[src/verilog/core_pkg.sv]
// Shared types for the RV32I subset core (ALU ops, LUI/AUIPC, BEQ/BNE/BLTU)
// Opcodes outside opcode_e retire as no-ops that write nothing
package core_pkg;

    typedef logic [31:0] word_t;     // Data or address word
    typedef logic [4:0]  reg_idx_t;  // Architectural register number

    localparam word_t RESET_PC = 32'h0000_0000;

    // Major opcodes that decode understands
    typedef enum logic [6:0] {
        OPC_OP     = 7'b0110011,
        OPC_OP_IMM = 7'b0010011,
        OPC_LUI    = 7'b0110111,
        OPC_AUIPC  = 7'b0010111,
        OPC_BRANCH = 7'b1100011
    } opcode_e;

    typedef enum logic [2:0] {
        ALU_ADD,
        ALU_SUB,
        ALU_AND,
        ALU_OR,
        ALU_XOR,
        ALU_PASS_B  // LUI and no-ops
    } alu_op_e;

    typedef enum logic [1:0] {
        BR_NONE,
        BR_EQ,
        BR_NE,
        BR_LTU
    } branch_e;

    // Instruction formats, msb first
    typedef struct packed {
        logic [6:0] funct7;
        reg_idx_t   rs2;
        reg_idx_t   rs1;
        logic [2:0] funct3;
        reg_idx_t   rd;
        logic [6:0] opcode;
    } r_fmt_s;

    typedef struct packed {
        logic [11:0] imm_11_0;
        reg_idx_t    rs1;
        logic [2:0]  funct3;
        reg_idx_t    rd;
        logic [6:0]  opcode;
    } i_fmt_s;

    typedef struct packed {
        logic       imm_12;
        logic [5:0] imm_10_5;
        reg_idx_t   rs2;
        reg_idx_t   rs1;
        logic [2:0] funct3;
        logic [3:0] imm_4_1;
        logic       imm_11;
        logic [6:0] opcode;
    } b_fmt_s;

    typedef struct packed {
        logic [19:0] imm_31_12;
        reg_idx_t    rd;
        logic [6:0]  opcode;
    } u_fmt_s;

    // Same 32 bits, four views
    typedef union packed {
        r_fmt_s r;
        i_fmt_s i;
        b_fmt_s b;
        u_fmt_s u;
    } instr_u;

    typedef struct packed {
        logic  valid;
        word_t pc;
        word_t instr;
    } fetch_to_dec_s;

    typedef struct packed {
        logic     valid;
        word_t    pc;
        reg_idx_t rd;
        logic     we;
        alu_op_e  alu_op;
        branch_e  branch;
        word_t    operand_a;
        word_t    operand_b;
        word_t    rs2_val;    // Branch compare operand
        word_t    br_offset;  // Sign-extended B immediate
    } dec_to_ex_s;

    typedef struct packed {
        logic     valid;
        word_t    pc;
        reg_idx_t rd;
        logic     we;
        word_t    result;
    } ex_to_res_s;

endpackage

[src/verilog/core_stage_if.sv]
`timescale 1ns/1ps
// Bundles between the core stages, each signal has exactly one driver
// Stall in fetch_dec_if is already gated by flush

interface fetch_dec_if
    import core_pkg::*;
();
    fetch_to_dec_s payload;  // From fetch
    logic          stall;    // From decode, fetch holds PC and payload
    modport src (output payload, input stall);
    modport snk (input payload, output stall);
endinterface

interface dec_ex_if
    import core_pkg::*;
();
    dec_to_ex_s payload;
    modport src (output payload);
    modport snk (input payload);
endinterface


// Two combinational read ports into the register file
interface reg_rd_if
    import core_pkg::*;
();
    reg_idx_t rs1_addr;
    reg_idx_t rs2_addr;
    word_t    rs1_data;
    word_t    rs2_data;
    modport req (output rs1_addr, output rs2_addr, input rs1_data, input rs2_data);
    modport rsp (input rs1_addr, input rs2_addr, output rs1_data, output rs2_data);
endinterface

[src/verilog/core_decode.sv]
`timescale 1ns/1ps
// No bypass network; any source matching a pending write in execute or result stalls
// Stall is held off during a flush, so the two never act together
module core_decode
    import core_pkg::*;
(
    input  logic     i_clk,
    input  logic     i_rst_n,
    input  logic     i_flush,
    fetch_dec_if.snk fd,
    reg_rd_if.req    rf,
    dec_ex_if.src    dx,
    input  reg_idx_t i_ex_rd,   // Item now in execute
    input  logic     i_ex_we,
    input  reg_idx_t i_res_rd,  // Item now in result
    input  logic     i_res_we
);

    instr_u   iw;
    word_t    imm_i;
    word_t    imm_b;
    word_t    imm_u;
    alu_op_e  alu_op;
    branch_e  branch;
    logic     we;
    logic     use_rs1;
    logic     use_rs2;
    word_t    op_a;
    word_t    op_b;
    logic     hazard;

    // True when a used source waits on a pending destination, x0 excluded
    function automatic logic clash(reg_idx_t src, logic used, reg_idx_t dst, logic dst_we);
        return used && dst_we && (dst != '0) && (dst == src);
    endfunction

    assign iw    = fd.payload.instr;
    assign imm_i = {{20{iw.i.imm_11_0[11]}}, iw.i.imm_11_0};
    assign imm_b = {{19{iw.b.imm_12}}, iw.b.imm_12, iw.b.imm_11, iw.b.imm_10_5,
                    iw.b.imm_4_1, 1'b0};
    assign imm_u = {iw.u.imm_31_12, 12'h000};

    // Register file read, same field position in every format
    assign rf.rs1_addr = iw.r.rs1;
    assign rf.rs2_addr = iw.r.rs2;

    always_comb begin
        alu_op  = ALU_PASS_B;   // Default is a no-op
        branch  = BR_NONE;
        we      = 1'b0;
        use_rs1 = 1'b0;
        use_rs2 = 1'b0;
        op_a    = rf.rs1_data;
        op_b    = imm_i;
        case (iw.r.opcode)
            OPC_OP: begin
                use_rs1 = 1'b1;
                use_rs2 = 1'b1;
                op_b    = rf.rs2_data;
                we      = 1'b1;
                case (iw.r.funct3)
                    3'b000:  alu_op = iw.r.funct7[5] ? ALU_SUB : ALU_ADD;
                    3'b100:  alu_op = ALU_XOR;
                    3'b110:  alu_op = ALU_OR;
                    3'b111:  alu_op = ALU_AND;
                    default: we = 1'b0;        // Shifts and compares unsupported
                endcase
            end
            OPC_OP_IMM: begin
                use_rs1 = 1'b1;
                we      = 1'b1;
                case (iw.i.funct3)
                    3'b000:  alu_op = ALU_ADD;
                    3'b100:  alu_op = ALU_XOR;
                    3'b110:  alu_op = ALU_OR;
                    3'b111:  alu_op = ALU_AND;
                    default: we = 1'b0;
                endcase
            end
            OPC_LUI: begin
                op_b = imm_u;   // Passed straight through
                we   = 1'b1;
            end
            OPC_AUIPC: begin
                op_a   = fd.payload.pc;
                op_b   = imm_u;
                alu_op = ALU_ADD;
                we     = 1'b1;
            end
            OPC_BRANCH: begin
                use_rs1 = 1'b1;
                use_rs2 = 1'b1;
                op_b    = rf.rs2_data;
                case (iw.b.funct3)
                    3'b000:  branch = BR_EQ;
                    3'b001:  branch = BR_NE;
                    3'b110:  branch = BR_LTU;
                    default: branch = BR_NONE;  // Other compares act as no-ops
                endcase
            end
            default: ;  // Unknown opcode, retires with no write
        endcase
    end

    assign hazard = clash(iw.r.rs1, use_rs1, i_ex_rd, i_ex_we)
                  | clash(iw.r.rs1, use_rs1, i_res_rd, i_res_we)
                  | clash(iw.r.rs2, use_rs2, i_ex_rd, i_ex_we)
                  | clash(iw.r.rs2, use_rs2, i_res_rd, i_res_we);

    assign fd.stall = fd.payload.valid && hazard && !i_flush;

    // Decode to execute register; bubble on stall, flush or empty slot
    always_ff @(posedge i_clk) begin
        if (!i_rst_n) begin
            dx.payload.valid <= 1'b0;
            dx.payload.we    <= 1'b0;
        end else if (i_flush || fd.stall || !fd.payload.valid) begin
            dx.payload.valid <= 1'b0;
            dx.payload.we    <= 1'b0;  // Keeps the hazard check quiet
        end else begin
            dx.payload.valid     <= 1'b1;
            dx.payload.we        <= we;
            dx.payload.pc        <= fd.payload.pc;
            dx.payload.rd        <= iw.r.rd;
            dx.payload.alu_op    <= alu_op;
            dx.payload.branch    <= branch;
            dx.payload.operand_a <= op_a;
            dx.payload.operand_b <= op_b;
            dx.payload.rs2_val   <= rf.rs2_data;
            dx.payload.br_offset <= imm_b;
        end
    end

endmodule

[src/flat_wrapper.sv]
// flat-port wrapper written by rule: the top's interface ports become plain ports
module core_decode_flat import core_pkg::*;
  (i_clk, i_rst_n, i_flush, i_ex_rd, i_ex_we, i_res_rd, i_res_we, fd_payload, fd_stall, rf_rs1_addr, rf_rs2_addr, rf_rs1_data, rf_rs2_data, dx_payload);
  fetch_dec_if fd_i ();
  reg_rd_if rf_i ();
  dec_ex_if dx_i ();
  input  logic i_clk;
  input  logic i_rst_n;
  input  logic i_flush;
  input  reg_idx_t i_ex_rd;
  input  logic i_ex_we;
  input  reg_idx_t i_res_rd;
  input  logic i_res_we;
  input wire logic [$bits(fd_i.payload)-1:0] fd_payload;
  output wire logic [$bits(fd_i.stall)-1:0] fd_stall;
  output wire logic [$bits(rf_i.rs1_addr)-1:0] rf_rs1_addr;
  output wire logic [$bits(rf_i.rs2_addr)-1:0] rf_rs2_addr;
  input wire logic [$bits(rf_i.rs1_data)-1:0] rf_rs1_data;
  input wire logic [$bits(rf_i.rs2_data)-1:0] rf_rs2_data;
  output wire logic [$bits(dx_i.payload)-1:0] dx_payload;
  assign fd_i.payload = fd_payload;
  assign fd_stall = fd_i.stall;
  assign rf_rs1_addr = rf_i.rs1_addr;
  assign rf_rs2_addr = rf_i.rs2_addr;
  assign rf_i.rs1_data = rf_rs1_data;
  assign rf_i.rs2_data = rf_rs2_data;
  assign dx_payload = dx_i.payload;
  core_decode u_core (.i_clk(i_clk), .i_rst_n(i_rst_n), .i_flush(i_flush), .fd(fd_i), .rf(rf_i), .dx(dx_i), .i_ex_rd(i_ex_rd), .i_ex_we(i_ex_we), .i_res_rd(i_res_rd), .i_res_we(i_res_we));
endmodule
[config.mk]
export PLATFORM = sky130hd
export DESIGN_NAME = core_decode_flat
export DESIGN_NICKNAME = d
export VERILOG_FILES = /design/src/verilog/core_pkg.sv /design/src/verilog/core_stage_if.sv /design/src/verilog/core_decode.sv /design/src/flat_wrapper.sv
export SDC_FILE = /design/constraint.sdc
export NUM_CORES = 1
export LEC_CHECK = 0
export BUFFER_PORTS_ARGS = -buffer_cell sky130_fd_sc_hd__clkbuf_2
export CELL_PAD_IN_SITES_DETAIL_PLACEMENT = 1
export CELL_PAD_IN_SITES_GLOBAL_PLACEMENT = 2
export CORE_MARGIN = 10
export CORE_UTILIZATION = 28
export DETAILED_ROUTE_END_ITERATION = 10
export PLACE_DENSITY = 0.76
export SYNTH_ARGS = -nofsm -noshare
export SYNTH_HDL_FRONTEND = slang
export SYNTH_SLANG_ARGS = --single-unit
[constraint.sdc]
create_clock -name i_clk -period 12.45 [get_ports i_clk]
set_clock_uncertainty 0.2 [all_clocks]
set_input_delay 1.8675 -clock i_clk [delete_from_list [all_inputs] [get_ports i_clk]]
set_output_delay 1.8675 -clock i_clk [all_outputs]
set_load 0.01 [all_outputs]
==> impl_metrics.toml <==
[hold_path]
min_path_cells = 1
hp-start = "fd_payload[11]"
hold_end = "u_core.dx.payload[4]"
hold_class = "in2reg"

[finish]
largest_register_ffs = 147
nets = 811
fillCellCount = 2302
largest-register = "u_core.dx.payload"
layout-drive-gt1-share_pct = 54.8
instances_no_fill = 954
reg_top3 = "u_core.dx.payload (147)"
syn_to_final_growth_pct = 38.2
antenna_cells = 0
design_area_mm2 = 0.00832

[grt]
grt_pass1_vias = 4964
grt_pass1_wl_mm = 31.6
gr-total-overflow = 0
grt_max_degree = 63
grt_use_total_pct = 14.9
antenna_found_initial = 1

[clocking]
cts_max_level = 4
cts_hold_buffers = 0
cts_sinks = 147
cts_repair_resize_count = 0
clk_path_buf_depth = 2
cts_tree = "done"
postCtsSetupBuffers = 0
numCtsBuffers = 17
cts_root_buf = "clkbuf_16"
path_clk_slew_ns = 0.06

[sta]
tns_ns = 0
period_minus_slack_ns = 5.97
worst_slew_pin_slew_ns = 1.24
slew_headroom_pct = 17.3
whs_ns = 1.43
fmax_ghz = 0.167
slew_viol_final = 0
min_period_over_period_pct = 48.0
setup_violations = 0
hold_violations = 0
rsz0062_at_grt = "false"

[synthesis]
yosys_register_bits = 147
avgSynthCellArea_um2 = 16.3
yosysWarningCount = 0
yosysUniqueCellTypes = 42
synth_edf_count = 145
seq_area_frac_synth_pct = 73.0
synth-main-ff-cell = "edfxtp_1"
async_flop_share_pct = 0
synth_area_mm2 = 0.00602
synth_nets = 514
synthCells = 370

[floorplan]
die_y_um = 167
core_mm2 = 0.0211
num_rows = 53
die-area_mm2 = 0.0278
io_pins = 327
start_util_pct = 28.5
die_x_um = 167

[route]
first_pass_iters = 4
drc = 0
detail_route.vias_per_cell = 4.59
dr.first_iter.drc_count = 166
antenna_left = 0
routed-via-count = 4376
wl_mm = 21.5
wl_per_cell_um = 22.5

[placement]
hpwlAfterDp_mm = 17.2
dp_cells = 923
gp_congestion = 0.858
placedInstanceArea_mm2 = 0.00769
port_buffers = 325

[run]
max_cap_viol_count = 0

[worst_setup_path]
crit_fanout = 62
crit_arrival_ns = 5.81
cp-end-kind = "register"
cp.required_ns = 12.28
cp-start-kind = "input pin"
critical_path_class = "in2reg"
crit_start = "fd_payload[6]"

[outcome]
status = "finished, final reports clean"

[pwr]
power_density_mw_per_mm2 = 149
leakage_nw = 3.47
peakVddDrop_mv = 0.0778
critical path, cell delays in order:
cell	delay (ns)
clkbuf_2	0.10
and2b_4	0.21
o211ai_2	0.72
nor4_1	0.16
or4_4	0.56
nor2_4	0.69
buf_4	0.69
buf_4	0.72
layout make-up:
type / instances / area (µm²) / share of cell area, %
clock buffer: 17 / 425 / 5.12
sequential: 147 / 4390 / 52.8
tap: 275 / 344 / 4.14
inverter: 1 / 3.75 / 0.0451
clock inverter: 14 / 198 / 2.38
multi-input combinational: 173 / 1310 / 15.7
timing repair buffer: 327 / 1640 / 19.7
per-layer routing:
layer | track usage, % | routed length [µm] | part of all wire [%]
met5 | 0 | 12 | 0.056
met1 | 16.1 | 8370 | 39
met4 | 4.35 | 357 | 1.7
met2 | 24.9 | 10400 | 48
met3 | 7.65 | 2360 | 11
report_power, final:
group / switching (mW) / total [mW] / internal (mW)
combinational: 0.0680 / 0.116 / 0.0478
sequential: 0.00748 / 0.578 / 0.570
clock: 0.206 / 0.544 / 0.338
synth_stat cells, types with 3 or more instances:
cell        n  area (µm²)
buf_4      35         263
a221o_1    18         180
a21oi_1     3        15.0
nand2_1    31         116
nor4_1      7        43.8
edfxtp_1  145        4350
xor2_1      3        26.3
mux2_2      4        45.0
nor2_1     13        48.8
mux2_1     28         315
nand3_1    18        90.1
or4_4       3        33.8
clkbuf_1    9        33.8
xnor2_1    18         158
buf_2       3        15.0
cell usage in the layout, fill, tap and decap left out, types with 3 or more instances in the layout:
| cell | Yosys | final |
|---|---|---|
| a21oi_1 | 3 | 3 |
| a221o_1 | 18 | 18 |
| bufinv_16 | 0 | 4 |
| clkbuf_16 | 0 | 17 |
| clkbuf_2 | 0 | 325 |
| edfxtp_1 | 145 | 145 |
| inv_6 | 0 | 5 |
| mux2_1 | 28 | 28 |
| mux2_2 | 4 | 4 |
| nand2_1 | 31 | 31 |
| nand3_1 | 18 | 18 |
| nor2_1 | 13 | 11 |
| nor4_1 | 7 | 7 |
| or4_4 | 3 | 3 |
| xnor2_1 | 18 | 18 |
| xor2_1 | 3 | 3 |
per-stage QoR:
| stage | total power, mW | utilization, % | worst slack [ns] |
|---|---|---|---|
| floorplan | 0.642 | - | 2.39 |
| global placement | 0.703 | 36.5 | 6.10 |
| detailed placement | 0.707 | 36.5 | 5.94 |
| CTS | 1.26 | 39.4 | 6.39 |
| global route | 1.29 | 39.4 | 6.13 |
| finish | 1.24 | 39.4 | 6.48 |
how the worst max path moves through the flow:
stage and endpoint:
2_1_floorplan u_core.dx.payload[100], 3_3_place_gp u_core.dx.payload[128], 3_5_place_dp u_core.dx.payload[120], 4_1_cts u_core.dx.payload[124], 5_1_grt u_core.dx.payload[44], 6_report u_core.dx.payload[46]
kinds of logic (layout without fill, tap and decap cells):
family / after synthesis / after routing / share of synthesized area [%]
AO/OA/AOI/OAI: 32 / 32 / 4.82
multiplexers: 32 / 32 / 5.99
buffers and inverters: 50 / 359 / 5.49
other: 1 / 1 / 0.0623
flip-flops: 147 / 147 / 73.0
AND/OR/NAND/NOR: 87 / 87 / 7.57
XOR/XNOR: 21 / 21 / 3.06
No activity file was read; power rests on OpenSTA's default activity.
