`src/verilog/core_pkg.sv`:
```
// Shared types for the RV32I subset core (ALU ops, LUI/AUIPC, BEQ/BNE/BLTU)
// Opcodes outside opcode_e retire as no-ops that write nothing
package core_pkg;

    typedef logic [31:0] word_t;     // Data or address word
    typedef logic [4:0]  reg_idx_t;  // Architectural register number

    localparam word_t RESET_PC = 32'h0000_0000;

    // Major opcodes that decode understands
    typedef enum logic [6:0] {
        OPC_OP     = 7'b0110011,
        OPC_OP_IMM = 7'b0010011,
        OPC_LUI    = 7'b0110111,
        OPC_AUIPC  = 7'b0010111,
        OPC_BRANCH = 7'b1100011
    } opcode_e;

    typedef enum logic [2:0] {
        ALU_ADD,
        ALU_SUB,
        ALU_AND,
        ALU_OR,
        ALU_XOR,
        ALU_PASS_B  // LUI and no-ops
    } alu_op_e;

    typedef enum logic [1:0] {
        BR_NONE,
        BR_EQ,
        BR_NE,
        BR_LTU
    } branch_e;

    // Instruction formats, msb first
    typedef struct packed {
        logic [6:0] funct7;
        reg_idx_t   rs2;
        reg_idx_t   rs1;
        logic [2:0] funct3;
        reg_idx_t   rd;
        logic [6:0] opcode;
    } r_fmt_s;

    typedef struct packed {
        logic [11:0] imm_11_0;
        reg_idx_t    rs1;
        logic [2:0]  funct3;
        reg_idx_t    rd;
        logic [6:0]  opcode;
    } i_fmt_s;

    typedef struct packed {
        logic       imm_12;
        logic [5:0] imm_10_5;
        reg_idx_t   rs2;
        reg_idx_t   rs1;
        logic [2:0] funct3;
        logic [3:0] imm_4_1;
        logic       imm_11;
        logic [6:0] opcode;
    } b_fmt_s;

    typedef struct packed {
        logic [19:0] imm_31_12;
        reg_idx_t    rd;
        logic [6:0]  opcode;
    } u_fmt_s;

    // Same 32 bits, four views
    typedef union packed {
        r_fmt_s r;
        i_fmt_s i;
        b_fmt_s b;
        u_fmt_s u;
    } instr_u;

    typedef struct packed {
        logic  valid;
        word_t pc;
        word_t instr;
    } fetch_to_dec_s;

    typedef struct packed {
        logic     valid;
        word_t    pc;
        reg_idx_t rd;
        logic     we;
        alu_op_e  alu_op;
        branch_e  branch;
        word_t    operand_a;
        word_t    operand_b;
        word_t    rs2_val;    // Branch compare operand
        word_t    br_offset;  // Sign-extended B immediate
    } dec_to_ex_s;

    typedef struct packed {
        logic     valid;
        word_t    pc;
        reg_idx_t rd;
        logic     we;
        word_t    result;
    } ex_to_res_s;

endpackage

```
`src/verilog/core_stage_if.sv`:
```


interface dec_ex_if
    import core_pkg::*;
();
    dec_to_ex_s payload;
    modport src (output payload);
    modport snk (input payload);
endinterface

interface ex_res_if
    import core_pkg::*;
();
    ex_to_res_s payload;
    modport src (output payload);
    modport snk (input payload);
endinterface


```
`src/verilog/core_execute.sv`:
```
`timescale 1ns/1ps
// Flush and its target are combinational from the registered execute item
// A taken branch kills the two younger instructions in fetch and decode
module core_execute
    import core_pkg::*;
(
    input  logic   i_clk,
    input  logic   i_rst_n,
    dec_ex_if.snk  dx,
    ex_res_if.src  xr,
    output logic   o_flush,
    output word_t  o_flush_target
);

    word_t alu_res;
    logic  taken;
    word_t a;
    word_t b;

    assign a = dx.payload.operand_a;
    assign b = dx.payload.operand_b;

    // ALU, AUIPC arrives here with the PC already on operand A
    always_comb begin
        case (dx.payload.alu_op)
            ALU_ADD:    alu_res = a + b;
            ALU_SUB:    alu_res = a - b;  // Wraps modulo 2^32
            ALU_AND:    alu_res = a & b;
            ALU_OR:     alu_res = a | b;
            ALU_XOR:    alu_res = a ^ b;
            ALU_PASS_B: alu_res = b;      // LUI
            default:    alu_res = b;
        endcase
    end

    // Branch compare against the rs2 value
    always_comb begin
        case (dx.payload.branch)
            BR_EQ:   taken = (a == dx.payload.rs2_val);
            BR_NE:   taken = (a != dx.payload.rs2_val);
            BR_LTU:  taken = (a < dx.payload.rs2_val);   // Unsigned
            default: taken = 1'b0;
        endcase
    end

    // Only a live branch redirects
    assign o_flush        = dx.payload.valid && taken;
    assign o_flush_target = dx.payload.pc + dx.payload.br_offset;

    // Execute to result register
    always_ff @(posedge i_clk) begin
        if (!i_rst_n) begin
            xr.payload.valid <= 1'b0;
            xr.payload.we    <= 1'b0;
        end else begin
            xr.payload.valid  <= dx.payload.valid;
            xr.payload.we     <= dx.payload.valid && dx.payload.we;  // Bubbles never write
            xr.payload.pc     <= dx.payload.pc;
            xr.payload.rd     <= dx.payload.rd;
            xr.payload.result <= alu_res;
        end
    end

endmodule

```
`src/flat_wrapper.sv`:
```
// flat-port wrapper written by rule: the top's interface ports become plain ports
module core_execute_flat import core_pkg::*;
  (i_clk, i_rst_n, o_flush, o_flush_target, dx_payload, xr_payload);
  dec_ex_if dx_i ();
  ex_res_if xr_i ();
  input  logic i_clk;
  input  logic i_rst_n;
  output logic o_flush;
  output word_t o_flush_target;
  input wire logic [$bits(dx_i.payload)-1:0] dx_payload;
  output wire logic [$bits(xr_i.payload)-1:0] xr_payload;
  assign dx_i.payload = dx_payload;
  assign xr_payload = xr_i.payload;
  core_execute u_core (.i_clk(i_clk), .i_rst_n(i_rst_n), .dx(dx_i), .xr(xr_i), .o_flush(o_flush), .o_flush_target(o_flush_target));
endmodule
```
`config.mk`:
```
export PLATFORM = sky130hd
export DESIGN_NAME = core_execute_flat
export DESIGN_NICKNAME = d
export VERILOG_FILES = /design/src/verilog/core_pkg.sv /design/src/verilog/core_stage_if.sv /design/src/verilog/core_execute.sv /design/src/flat_wrapper.sv
export SDC_FILE = /design/constraint.sdc
export NUM_CORES = 1
export LEC_CHECK = 0
export ABC_AREA = 1
export BUFFER_PORTS_ARGS = -buffer_cell sky130_fd_sc_hd__buf_2
export CAP_MARGIN = 20
export CELL_PAD_IN_SITES_DETAIL_PLACEMENT = 0
export CELL_PAD_IN_SITES_GLOBAL_PLACEMENT = 1
export CORE_MARGIN = 2
export CORE_UTILIZATION = 41
export CTS_CLUSTER_DIAMETER = 50
export CTS_CLUSTER_SIZE = 28
export DETAILED_ROUTE_END_ITERATION = 6
export GPL_TIMING_DRIVEN = 1
export HOLD_SLACK_MARGIN = 0.03
export PLACE_DENSITY_LB_ADDON = 0.1
export SLEW_MARGIN = 5
export SYNTH_ARGS = -nofsm -noshare
export SYNTH_HDL_FRONTEND = slang
export SYNTH_SLANG_ARGS = --single-unit
export TNS_END_PERCENT = 100
```
`constraint.sdc`:
```
create_clock -name i_clk -period 8.8 [get_ports i_clk]
set_input_delay 1.76 -clock i_clk [delete_from_list [all_inputs] [get_ports i_clk]]
set_output_delay 1.76 -clock i_clk [all_outputs]
set_load 0.05 [all_outputs]
```
==> results of run 1 <==
## worst max path at each step
stage,depth (start not counted),start,slack (ns),to
2_1_floorplan,9,dx_payload[0],3.27,o_flush_target[30]
3_3_place_gp,10,dx_payload[0],3.22,o_flush_target[16]
3_5_place_dp,8,dx_payload[6],3.23,o_flush_target[11]
4_1_cts,8,dx_payload[6],3.23,o_flush_target[11]
5_1_grt,8,dx_payload[6],3.05,o_flush_target[11]
6_report,8,dx_payload[6],3.21,o_flush_target[11]
## through the flow
step,instance area [µm²],hold WS [ns]
after global routing,12100,1.57
after detailed placement,11800,1.94
after CTS,12100,1.57
final,12100,1.57
after global placement,11800,1.94
after floorplan,10100,1.86
## synth_stat cells, types with 4 or more instances
library cell  number
buf_2              9
inv_1            276
a221oi_1           6
o21a_1             7
nand3_1           70
or2_2              4
edfxtp_1          69
a21boi_1           4
nor2_2            10
nand3b_1          12
inv_2              9
nand2_2           10
nor2_1           132
a21o_1             7
nor3_1            12
o21ai_1           12
o21bai_1           9
a21oi_2            4
a21boi_0           5
xor2_1            50
a31oi_1            7
nand2_1          391
xnor2_1            5
nor4_1             4
clkbuf_1           6
nand4_1           29
a21oi_1           85
ha_1             159
o21ai_0           68
a22oi_1            7
## final cells by class
| class | instances | area, µm² | share of cell area |
|---|---|---|---|
| repair buffers | 280 | 1420 | 0.117 |
| inverters | 285 | 1070 | 0.0882 |
| clock buffers | 9 | 225 | 0.0186 |
| clock inverters | 6 | 86.3 | 0.00712 |
| flip-flops and latches | 71 | 2110 | 0.174 |
| well taps | 324 | 405 | 0.0334 |
| multi-input cells | 1137 | 6810 | 0.562 |
## cells by family (layout without fill, tap and decap cells)
group / after synthesis / after routing / synth area share
simple gates: 682 / 682 / 0.287
buf+inv: 303 / 580 / 0.115
compound gates: 239 / 239 / 0.139
fa+ha+maj: 161 / 161 / 0.201
flops: 71 / 71 / 0.210
xor+xnor: 55 / 55 / 0.0478
## layer usage
metal / GRT usage / wire length (µm) / vias up
met1: 0.328 / 15200 / 4792
met3: 0.0331 / 1770 / 29
met2: 0.437 / 15300 / 311
met5: 0 / 0 / -
met4: 0.0613 / 507 / 0
li1: - / - / 5464
## power groups by stage
stage,combinational (W),sequential [W],clock (W)
5_1_grt,0.000940,0.000421,0.000433
2_1_floorplan,0.000491,0.000542,0
3_5_place_dp,0.000851,0.000425,0
4_1_cts,0.000854,0.000418,0.000424
3_3_place_gp,0.000848,0.000425,0
6_report,0.000855,0.000418,0.000415
==> run_results.csv, run 1 <==
group,metric,value,unit
clocking,post_cts_buffers,0,
global_routing,grt_pass1_vias,10200,
final_layout,antennaDiodeCount,0,
final_layout,drive_above_1_share,0.191,
logic_synthesis,synth-seq-cells,71,
die,die_w,161,µm
clocking,cts_made_buffers,9,
critical_path,path_class,"input pin to output pin",
pwr,power_frac_comb,0.507,
logic_synthesis,synth_cell_types,46,
logic_synthesis,async_flop_share,0,
sta,hold_viol,0,
final_layout,largest_register_ffs,71,
final_layout,top_regs,"u_core.xr.payload x71",
critical_path,crit_path_max_fanout,4,
critical_path,end_kind,"output pin",
logic_synthesis,synth.area.top_cells,"edfxtp_1, ha_1, nand2_1",
logic_synthesis,synth_area_per_cell,6.67,µm²
pwr,internal-power,0.000899,W
final_layout,final_util,0.500,
logic_synthesis,syn-num-nets,1846,
logic_synthesis,synth_area,10100,µm²
detailed_routing,post-route-drc-count,0,
global_routing,antenna_found_initial,0,
die,die-area,25900,µm²
placed_design,numPortBuffers,277,
critical_path,cp_num_buf_inv,2,
critical_path,slowest_stage,"a21oi_1",
detailed_routing,wl,32800,µm
sta,final-setup-viol-count,0,
hold_path,worstHoldStart,"dx_payload[135]",
detailed_routing,drtPass1Iterations,5,
critical_path,cpPeakStageDelay,0.42,ns
logic_synthesis,synth_edf_count,69,
sta,slew_viol_final,0,
detailed_routing,antenna_left,0,
clocking,tritoncts,"built",
sta,fin_ws,3.21,ns
detailed_routing,drt_iter0_markers,528,
final_layout,fill_cells,2575,
clocking,h-tree-depth,3,
sta,max_freq,0.179,GHz
detailed_routing,wl_per_cell,15.5,µm
die,rows,57,
sta,fin_crit_sh,0.635,
pwr,power_density,139,nW/µm²
pwr,irDropWorstVdd,93.4,µV
clocking,clockBufferDepth,2,
global_routing,grt_pass1_wl,51700,µm
pwr,p_leak,6.61,nW
hold_path,hold_path_end,"u_core.xr.payload[34]$_DFFE_PP_",
die,core,24200,µm²
detailed_routing,num_vias,10600,
die,start_util,0.416,
die,die_h,161,µm
pwr,p_switching,0.000789,W
sta,relSlewSlack,0.339,
global_routing,grt_max_degree,71,
final_layout,final_nets,2119,
status,status,"finished clean",
logic_synthesis,synth_top_area_cell,"edfxtp_1",
global_routing,track_usage,0.250,
sta,tightest_slew,0.992,ns
critical_path,worstSetupStartpointType,"input pin",
placed_design,gp_congestion,0.869,
final_layout,most-common-layout-cells,"nand2_1, inv_1, buf_2",
placed_design,place_ws,3.23,ns
pwr,fin_total_pwr,0.00169,W
detailed_routing,avgViaCountPerCell,5.02,
final_layout,syn_to_final_growth,20.4,%
clocking,cts.sinks,71,
sta,period_needed,5.59,ns
clocking,hold_buffers,0,
pwr,seqPwrFrac,0.248,
placed_design,dp_hpwl,27100,µm
final_layout,regMostFlops,"u_core.xr.payload",
critical_path,cp_cell_sequence,"buf_2, ha_1, a21oi_1, o21ai_0, a21oi_1, o21ai_0, xor2_1, buf_2",
logic_synthesis,synth_flop_cell,"edfxtp_1",
critical_path,critPathArrivalTime,3.83,ns
flow_run,cap_violations,0,
sta,rsz0062_at_grt,"false",
clocking,clkTransAtPathRegs,0.07,ns
critical_path,cp_top_family,"compound AO/OA/AOI/OAI gates",
clocking,cts-root-buf,"clkbuf_16",
global_routing,grt.overflow.total,0,
logic_synthesis,syn_inst,1511,
critical_path,cp_data_required_time,7.04,ns
logic_synthesis,yosysWarnings,0,
final_layout,final_cells,2112,
logic_synthesis,ys_seq_area_frac,0.210,
hold_path,hold_path_class,"input pin to flip-flop",
pwr,swShare,0.467,
final_layout,final_common_cell,"nand2_1",
logic_synthesis,synth.top_cell.area_share,0.206,
hold_path,hold_depth,1,
sta,setup_tns,0,ns
placed_design,dp_cells,2096,
pwr,pwr-share-clk,0.246,
clocking,ctsResizeCount,0,
die,ioPinCount,278,
(Power assumes the default switching activity.)
==> inputs of run 2 (changes only) <==
--- a/config.mk
+++ b/config.mk
@@ -11,7 +11,7 @@
 export CELL_PAD_IN_SITES_DETAIL_PLACEMENT = 0
 export CELL_PAD_IN_SITES_GLOBAL_PLACEMENT = 1
 export CORE_MARGIN = 2
-export CORE_UTILIZATION = 41
+export CORE_UTILIZATION = 34
 export CTS_CLUSTER_DIAMETER = 50
 export CTS_CLUSTER_SIZE = 28
 export DETAILED_ROUTE_END_ITERATION = 6
==> constraint.sdc (replaced) <==
create_clock -name i_clk -period 4.7 [get_ports i_clk]
set_input_delay 0.94 -clock i_clk [delete_from_list [all_inputs] [get_ports i_clk]]
set_output_delay 0.94 -clock i_clk [all_outputs]
set_load 0.05 [all_outputs]
==> run 2 against run 1 <==
Net effect:
- hold slack got worse by 0.82 ns
- clock power rose by 76%
- cell area rose by 0.74%
- core utilization fell by 8.5 points
- via count rose by 0.28%
- clock-buffer cell count rose by 1
- die area rose by 20%
- global-route usage fell by 2.4 points
- combinational power rose by 89%
- power rose by 86%
- largest power group unchanged
==> run_results.csv, run 2 (synthesized netlist as in run 1, its figures left out) <==
group,metric,value,unit
global_routing,grt_pass1_wl,54800,µm
global_routing,grt.overflow.total,0,
die,core,29400,µm²
status,status,"finished clean",
final_layout,top_regs,"u_core.xr.payload x71",
critical_path,path_class,"input pin to output pin",
sta,max_freq,0.253,GHz
final_layout,final_common_cell,"nand2_1",
sta,fin_crit_sh,0.841,
final_layout,most-common-layout-cells,"nand2_1, inv_1, buf_2",
die,ioPinCount,278,
global_routing,antenna_found_initial,3,
sta,hold_viol,0,
clocking,cts-root-buf,"clkbuf_16",
final_layout,finalInstanceArea,12200,µm²
detailed_routing,drtPass1Iterations,5,
detailed_routing,wl,35300,µm
clocking,cts_made_buffers,9,
clocking,clockBufferDepth,2,
final_layout,largest_register_ffs,71,
placed_design,gp_congestion,0.915,
detailed_routing,wl_per_cell,16.1,µm
sta,period_needed,3.95,ns
clocking,ctsResizeCount,0,
die,die_w,176,µm
flow_run,cap_violations,0,
clocking,clkTransAtPathRegs,0.06,ns
placed_design,dpl_cell_area,11900,µm²
critical_path,critPathArrivalTime,3.01,ns
sta,rsz0062_at_grt,"false",
sta,setup_tns,0,ns
critical_path,end_kind,"output pin",
sta,tightest_slew,1.08,ns
clocking,tritoncts,"built",
sta,whs,0.757,ns
pwr,irDropWorstVdd,201,µV
placed_design,numPortBuffers,277,
die,die_h,176,µm
clocking,cts.sinks,71,
die,rows,63,
critical_path,cp_data_required_time,3.76,ns
placed_design,dp_cells,2168,
sta,slew_viol_final,0,
global_routing,grt_max_degree,71,
critical_path,crit_path_max_fanout,4,
final_layout,drive_above_1_share,0.192,
placed_design,dp_hpwl,29500,µm
hold_path,hold_path_class,"input pin to flip-flop",
die,die-area,31000,µm²
final_layout,syn_to_final_growth,21.3,%
die,start_util,0.343,
clocking,hold_buffers,0,
global_routing,track_usage,0.226,
clocking,post_cts_buffers,0,
final_layout,regMostFlops,"u_core.xr.payload",
final_layout,fill_cells,3272,
detailed_routing,antenna_left,0,
pwr,fin_total_pwr,0.00314,W
hold_path,worstHoldStart,"dx_payload[136]",
global_routing,grt_pass1_vias,10200,
detailed_routing,post-route-drc-count,0,
detailed_routing,avgViaCountPerCell,4.86,
pwr,power_density,257,nW/µm²
final_layout,final_nets,2124,
detailed_routing,num_vias,10600,
detailed_routing,drt_iter0_markers,553,
sta,relSlewSlack,0.276,
critical_path,worstSetupStartpointType,"input pin",
final_layout,final_cells,2187,
sta,final-setup-viol-count,0,
pwr,p_leak,6.62,nW
critical_path,critical_path.startpoint,"dx_payload[139]",
clocking,h-tree-depth,3,
[run 2: cell count changes in the layout (fill, tap and decap cells not counted), sizes merged]
cell      before  now
clkbuf         9   10
diode          0    3
clkinv         3    4
bufinv         2    1
buf          280  285
clkinvlp       1    0
inv          285  286
[run 2: metal layers]
| layer | up-vias | GRT usage | routed length [µm] |
|---|---|---|---|
| met5 | - | 0 | 0 |
| met4 | 0 | 0.0592 | 629 |
| met3 | 32 | 0.0353 | 1850 |
| met2 | 292 | 0.380 | 16000 |
| met1 | 4830 | 0.302 | 16700 |
| li1 | 5472 | - | - |
[run 2: final timing paths]
| kind | end | slack (ns) | cells past startpoint |
|---|---|---|---|
| worst max-delay path | o_flush_target[18] | 0.75 | 11 |
| worst min-delay path | u_core.xr.payload[35]$_DFFE_PP_ | 0.76 | 1 |
[run 2: power by group]
group          internal, W  total, W  leakage (nW)  switching, W
sequential        0.000769  0.000787         0.690     0.0000183
clock             0.000411  0.000732         0.142      0.000321
combinational     0.000455   0.00162          5.79       0.00116
total              0.00163   0.00314          6.62       0.00150
[run 2: through the flow]
stage                     utilization  setup WS (ns)
after floorplan                     -          0.813
after global placement          0.406          0.554
after detailed placement        0.406          0.547
after CTS                       0.415          0.689
after global routing            0.416          0.509
final                           0.416          0.748
[run 2: critical path, cell delays in order]
cell	delay, ns
buf_2	0.09
ha_1	0.18
inv_1	0.07
fa_1	0.43
o21ai_2	0.28
a21oi_2	0.14
o21ai_2	0.21
nand2_1	0.08
nand2_1	0.08
xor2_1	0.20
buf_2	0.30
[run 2: final cells by class]
class | count | area (µm²) | area share
Timing Repair Buffer | 285 | 1450 | 0.119
Sequential cell | 71 | 2110 | 0.173
Clock buffer | 10 | 229 | 0.0187
Multi-Input combinational cell | 1137 | 6810 | 0.557
Tap cell | 390 | 488 | 0.0399
Clock inverter | 6 | 60.1 | 0.00491
Inverter | 285 | 1070 | 0.0875
Antenna cell | 3 | 7.51 | 0.000614
==> inputs of run 3 (changes only) <==
--- a/config.mk
+++ b/config.mk
@@ -11,7 +11,7 @@
 export CELL_PAD_IN_SITES_DETAIL_PLACEMENT = 0
 export CELL_PAD_IN_SITES_GLOBAL_PLACEMENT = 1
 export CORE_MARGIN = 2
-export CORE_UTILIZATION = 34
+export CORE_UTILIZATION = 38
 export CTS_CLUSTER_DIAMETER = 50
 export CTS_CLUSTER_SIZE = 28
 export DETAILED_ROUTE_END_ITERATION = 6
==> constraint.sdc (replaced) <==
create_clock -name i_clk -period 3.8 [get_ports i_clk]
set_input_delay 0.76 -clock i_clk [delete_from_list [all_inputs] [get_ports i_clk]]
set_output_delay 0.76 -clock i_clk [all_outputs]
set_load 0.05 [all_outputs]
==> run 3 against run 2 <==
Net effect:
- wire length decreased by 2.1%
- setup slack got worse by 0.57 ns
- critical path depth increased by 9
- sequential cell count unchanged
- die area decreased by 10%
- core utilization increased by 6.2 points
==> run_results.csv, run 3 (synthesized netlist as in run 1, its figures left out) <==
group,metric,value,unit
detailed_routing,antenna_left,0,
global_routing,track_usage,0.243,
global_routing,antenna_found_initial,1,
flow_run,cap_violations,0,
global_routing,grt_pass1_vias,10500,
sta,relSlewSlack,0.332,
clocking,cts_made_buffers,9,
clocking,tritoncts,"built",
clocking,h-tree-depth,3,
sta,hold_viol,0,
final_layout,regMostFlops,"u_core.xr.payload",
global_routing,grt.overflow.total,0,
placed_design,dpl_cell_area,12100,µm²
detailed_routing,avgViaCountPerCell,4.98,
critical_path,slowest_stage,"ha_1",
final_layout,finalInstanceArea,12400,µm²
sta,fin_ws,0.181,ns
sta,rsz0062_at_grt,"false",
pwr,p_switching,0.00186,W
die,die-area,27800,µm²
final_layout,final_nets,2160,
critical_path,end_kind,"flip-flop",
pwr,power_density,315,nW/µm²
detailed_routing,drt_iter0_markers,611,
clocking,clkTransAtPathRegs,0.07,ns
status,status,"finished clean",
hold_path,hold_path_class,"input pin to flip-flop",
detailed_routing,wl_per_cell,15.9,µm
final_layout,final_common_cell,"nand2_1",
critical_path,cp_num_buf_inv,2,
pwr,internal-power,0.00206,W
clocking,clockBufferDepth,2,
clocking,post_cts_buffers,0,
critical_path,worstSetupStartpointType,"input pin",
clocking,cts.sinks,71,
critical_path,crit_path_max_fanout,5,
critical_path,cp_top_family,"simple AND/OR/NAND/NOR gates",
global_routing,grt_pass1_wl,54400,µm
die,ioPinCount,278,
critical_path,path_class,"input pin to flip-flop",
final_layout,syn_to_final_growth,23.5,%
final_layout,largest_register_ffs,71,
placed_design,numPortBuffers,277,
final_layout,top_regs,"u_core.xr.payload x71",
critical_path,cp_data_required_time,3.89,ns
sta,fin_crit_sh,0.952,
final_layout,most-common-layout-cells,"nand2_1, inv_1, buf_2",
pwr,irDropWorstVdd,210,µV
sta,whs,0.584,ns
detailed_routing,post-route-drc-count,0,
detailed_routing,drtPass1Iterations,5,
sta,setup_tns,0,ns
sta,period_needed,3.62,ns
critical_path,cpPeakStageDelay,0.42,ns
placed_design,gp_congestion,0.907,
critical_path,critPathArrivalTime,3.71,ns
clocking,ctsResizeCount,0,
sta,final-setup-viol-count,0,
critical_path,worst_path_most_repeated_cell,"nand2_1",
pwr,pwr-share-clk,0.232,
global_routing,grt_max_degree,51,
die,die_w,167,µm
die,rows,59,
die,start_util,0.387,
critical_path,cp_cell_sequence,"buf_2, inv_1, ha_1, nand3_2, nor2_2, nand2_2, nor2_4, nand3_2, o21ai_2, xor2_1, ha_1, nand2_1, nor2_1, nand2_1, nor3_1, nand2_1, nand2_1, nand2_1, nand3_1, nand4_1",
sta,max_freq,0.276,GHz
pwr,p_leak,6.80,nW
die,die_h,167,µm
detailed_routing,wl,34500,µm
die,core,26100,µm²
sta,tightest_slew,0.999,ns
pwr,seqPwrFrac,0.248,
sta,slew_viol_final,0,
pwr,power_frac_comb,0.520,
pwr,swShare,0.475,
clocking,cts-root-buf,"clkbuf_16",
placed_design,dp_hpwl,29100,µm
detailed_routing,num_vias,10800,
final_layout,fill_cells,2712,
final_layout,drive_above_1_share,0.210,
pwr,fin_total_pwr,0.00391,W
clocking,hold_buffers,0,
placed_design,place_ws,-0.208,ns
## run 3: cell types whose count changed in the layout (fill, tap and decap cells not counted)
cell | previous run | this run
diode_2 | 3 | 1
buf_12 | 0 | 1
clkinv_2 | 1 | 2
buf_4 | 9 | 44
clkinvlp_4 | 0 | 2
clkinv_1 | 2 | 0
ha_1 | 159 | 158
ha_2 | 0 | 1
clkbuf_1 | 1 | 0
## run 3: layout make-up
cell class                 instances  area, µm²  area share
tap                              335        419      0.0337
inverter                         285       1070      0.0860
timing repair buffer             321       1730       0.139
clock inverter                     7       72.6     0.00583
sequential                        71       2110       0.170
antenna                            1       2.50    0.000201
clock buffer                       9        225      0.0181
multi-input combinational       1137       6810       0.547
## run 3: path summary, 6_finish.rpt
path,startpoint,endpoint,cells after the start
hold / removal,dx_payload[135],u_core.xr.payload[34]$_DFFE_PP_,1
setup / recovery,dx_payload[65],u_core.xr.payload[26]$_DFFE_PP_,20
## run 3: power groups by stage
stage / logic [W] / clock network [W] / registers [W]
after global placement: 0.00203 / 0 / 0.000986
after detailed placement: 0.00203 / 0 / 0.000986
final: 0.00204 / 0.000907 / 0.000970
after CTS: 0.00204 / 0.000934 / 0.000971
after global routing: 0.00224 / 0.000962 / 0.000977
after floorplan: 0.00114 / 0 / 0.00126
## run 3: stage by stage
stage | util | instances
after CTS | 0.477 | 2165
after floorplan | - | 1511
final | 0.477 | 2166
after detailed placement | 0.466 | 2149
after global placement | 0.466 | 2149
after global routing | 0.477 | 2166
## run 3: routing by layer
metal  track usage  routed length, µm  vias up  share of wire
met5             0                  0        -              0
met1         0.327              16300     4889           0.47
met4        0.0435                367        0          0.011
li1              -                  -     5557              -
met3        0.0326               1700       21          0.049
met2         0.420              16100      314           0.47
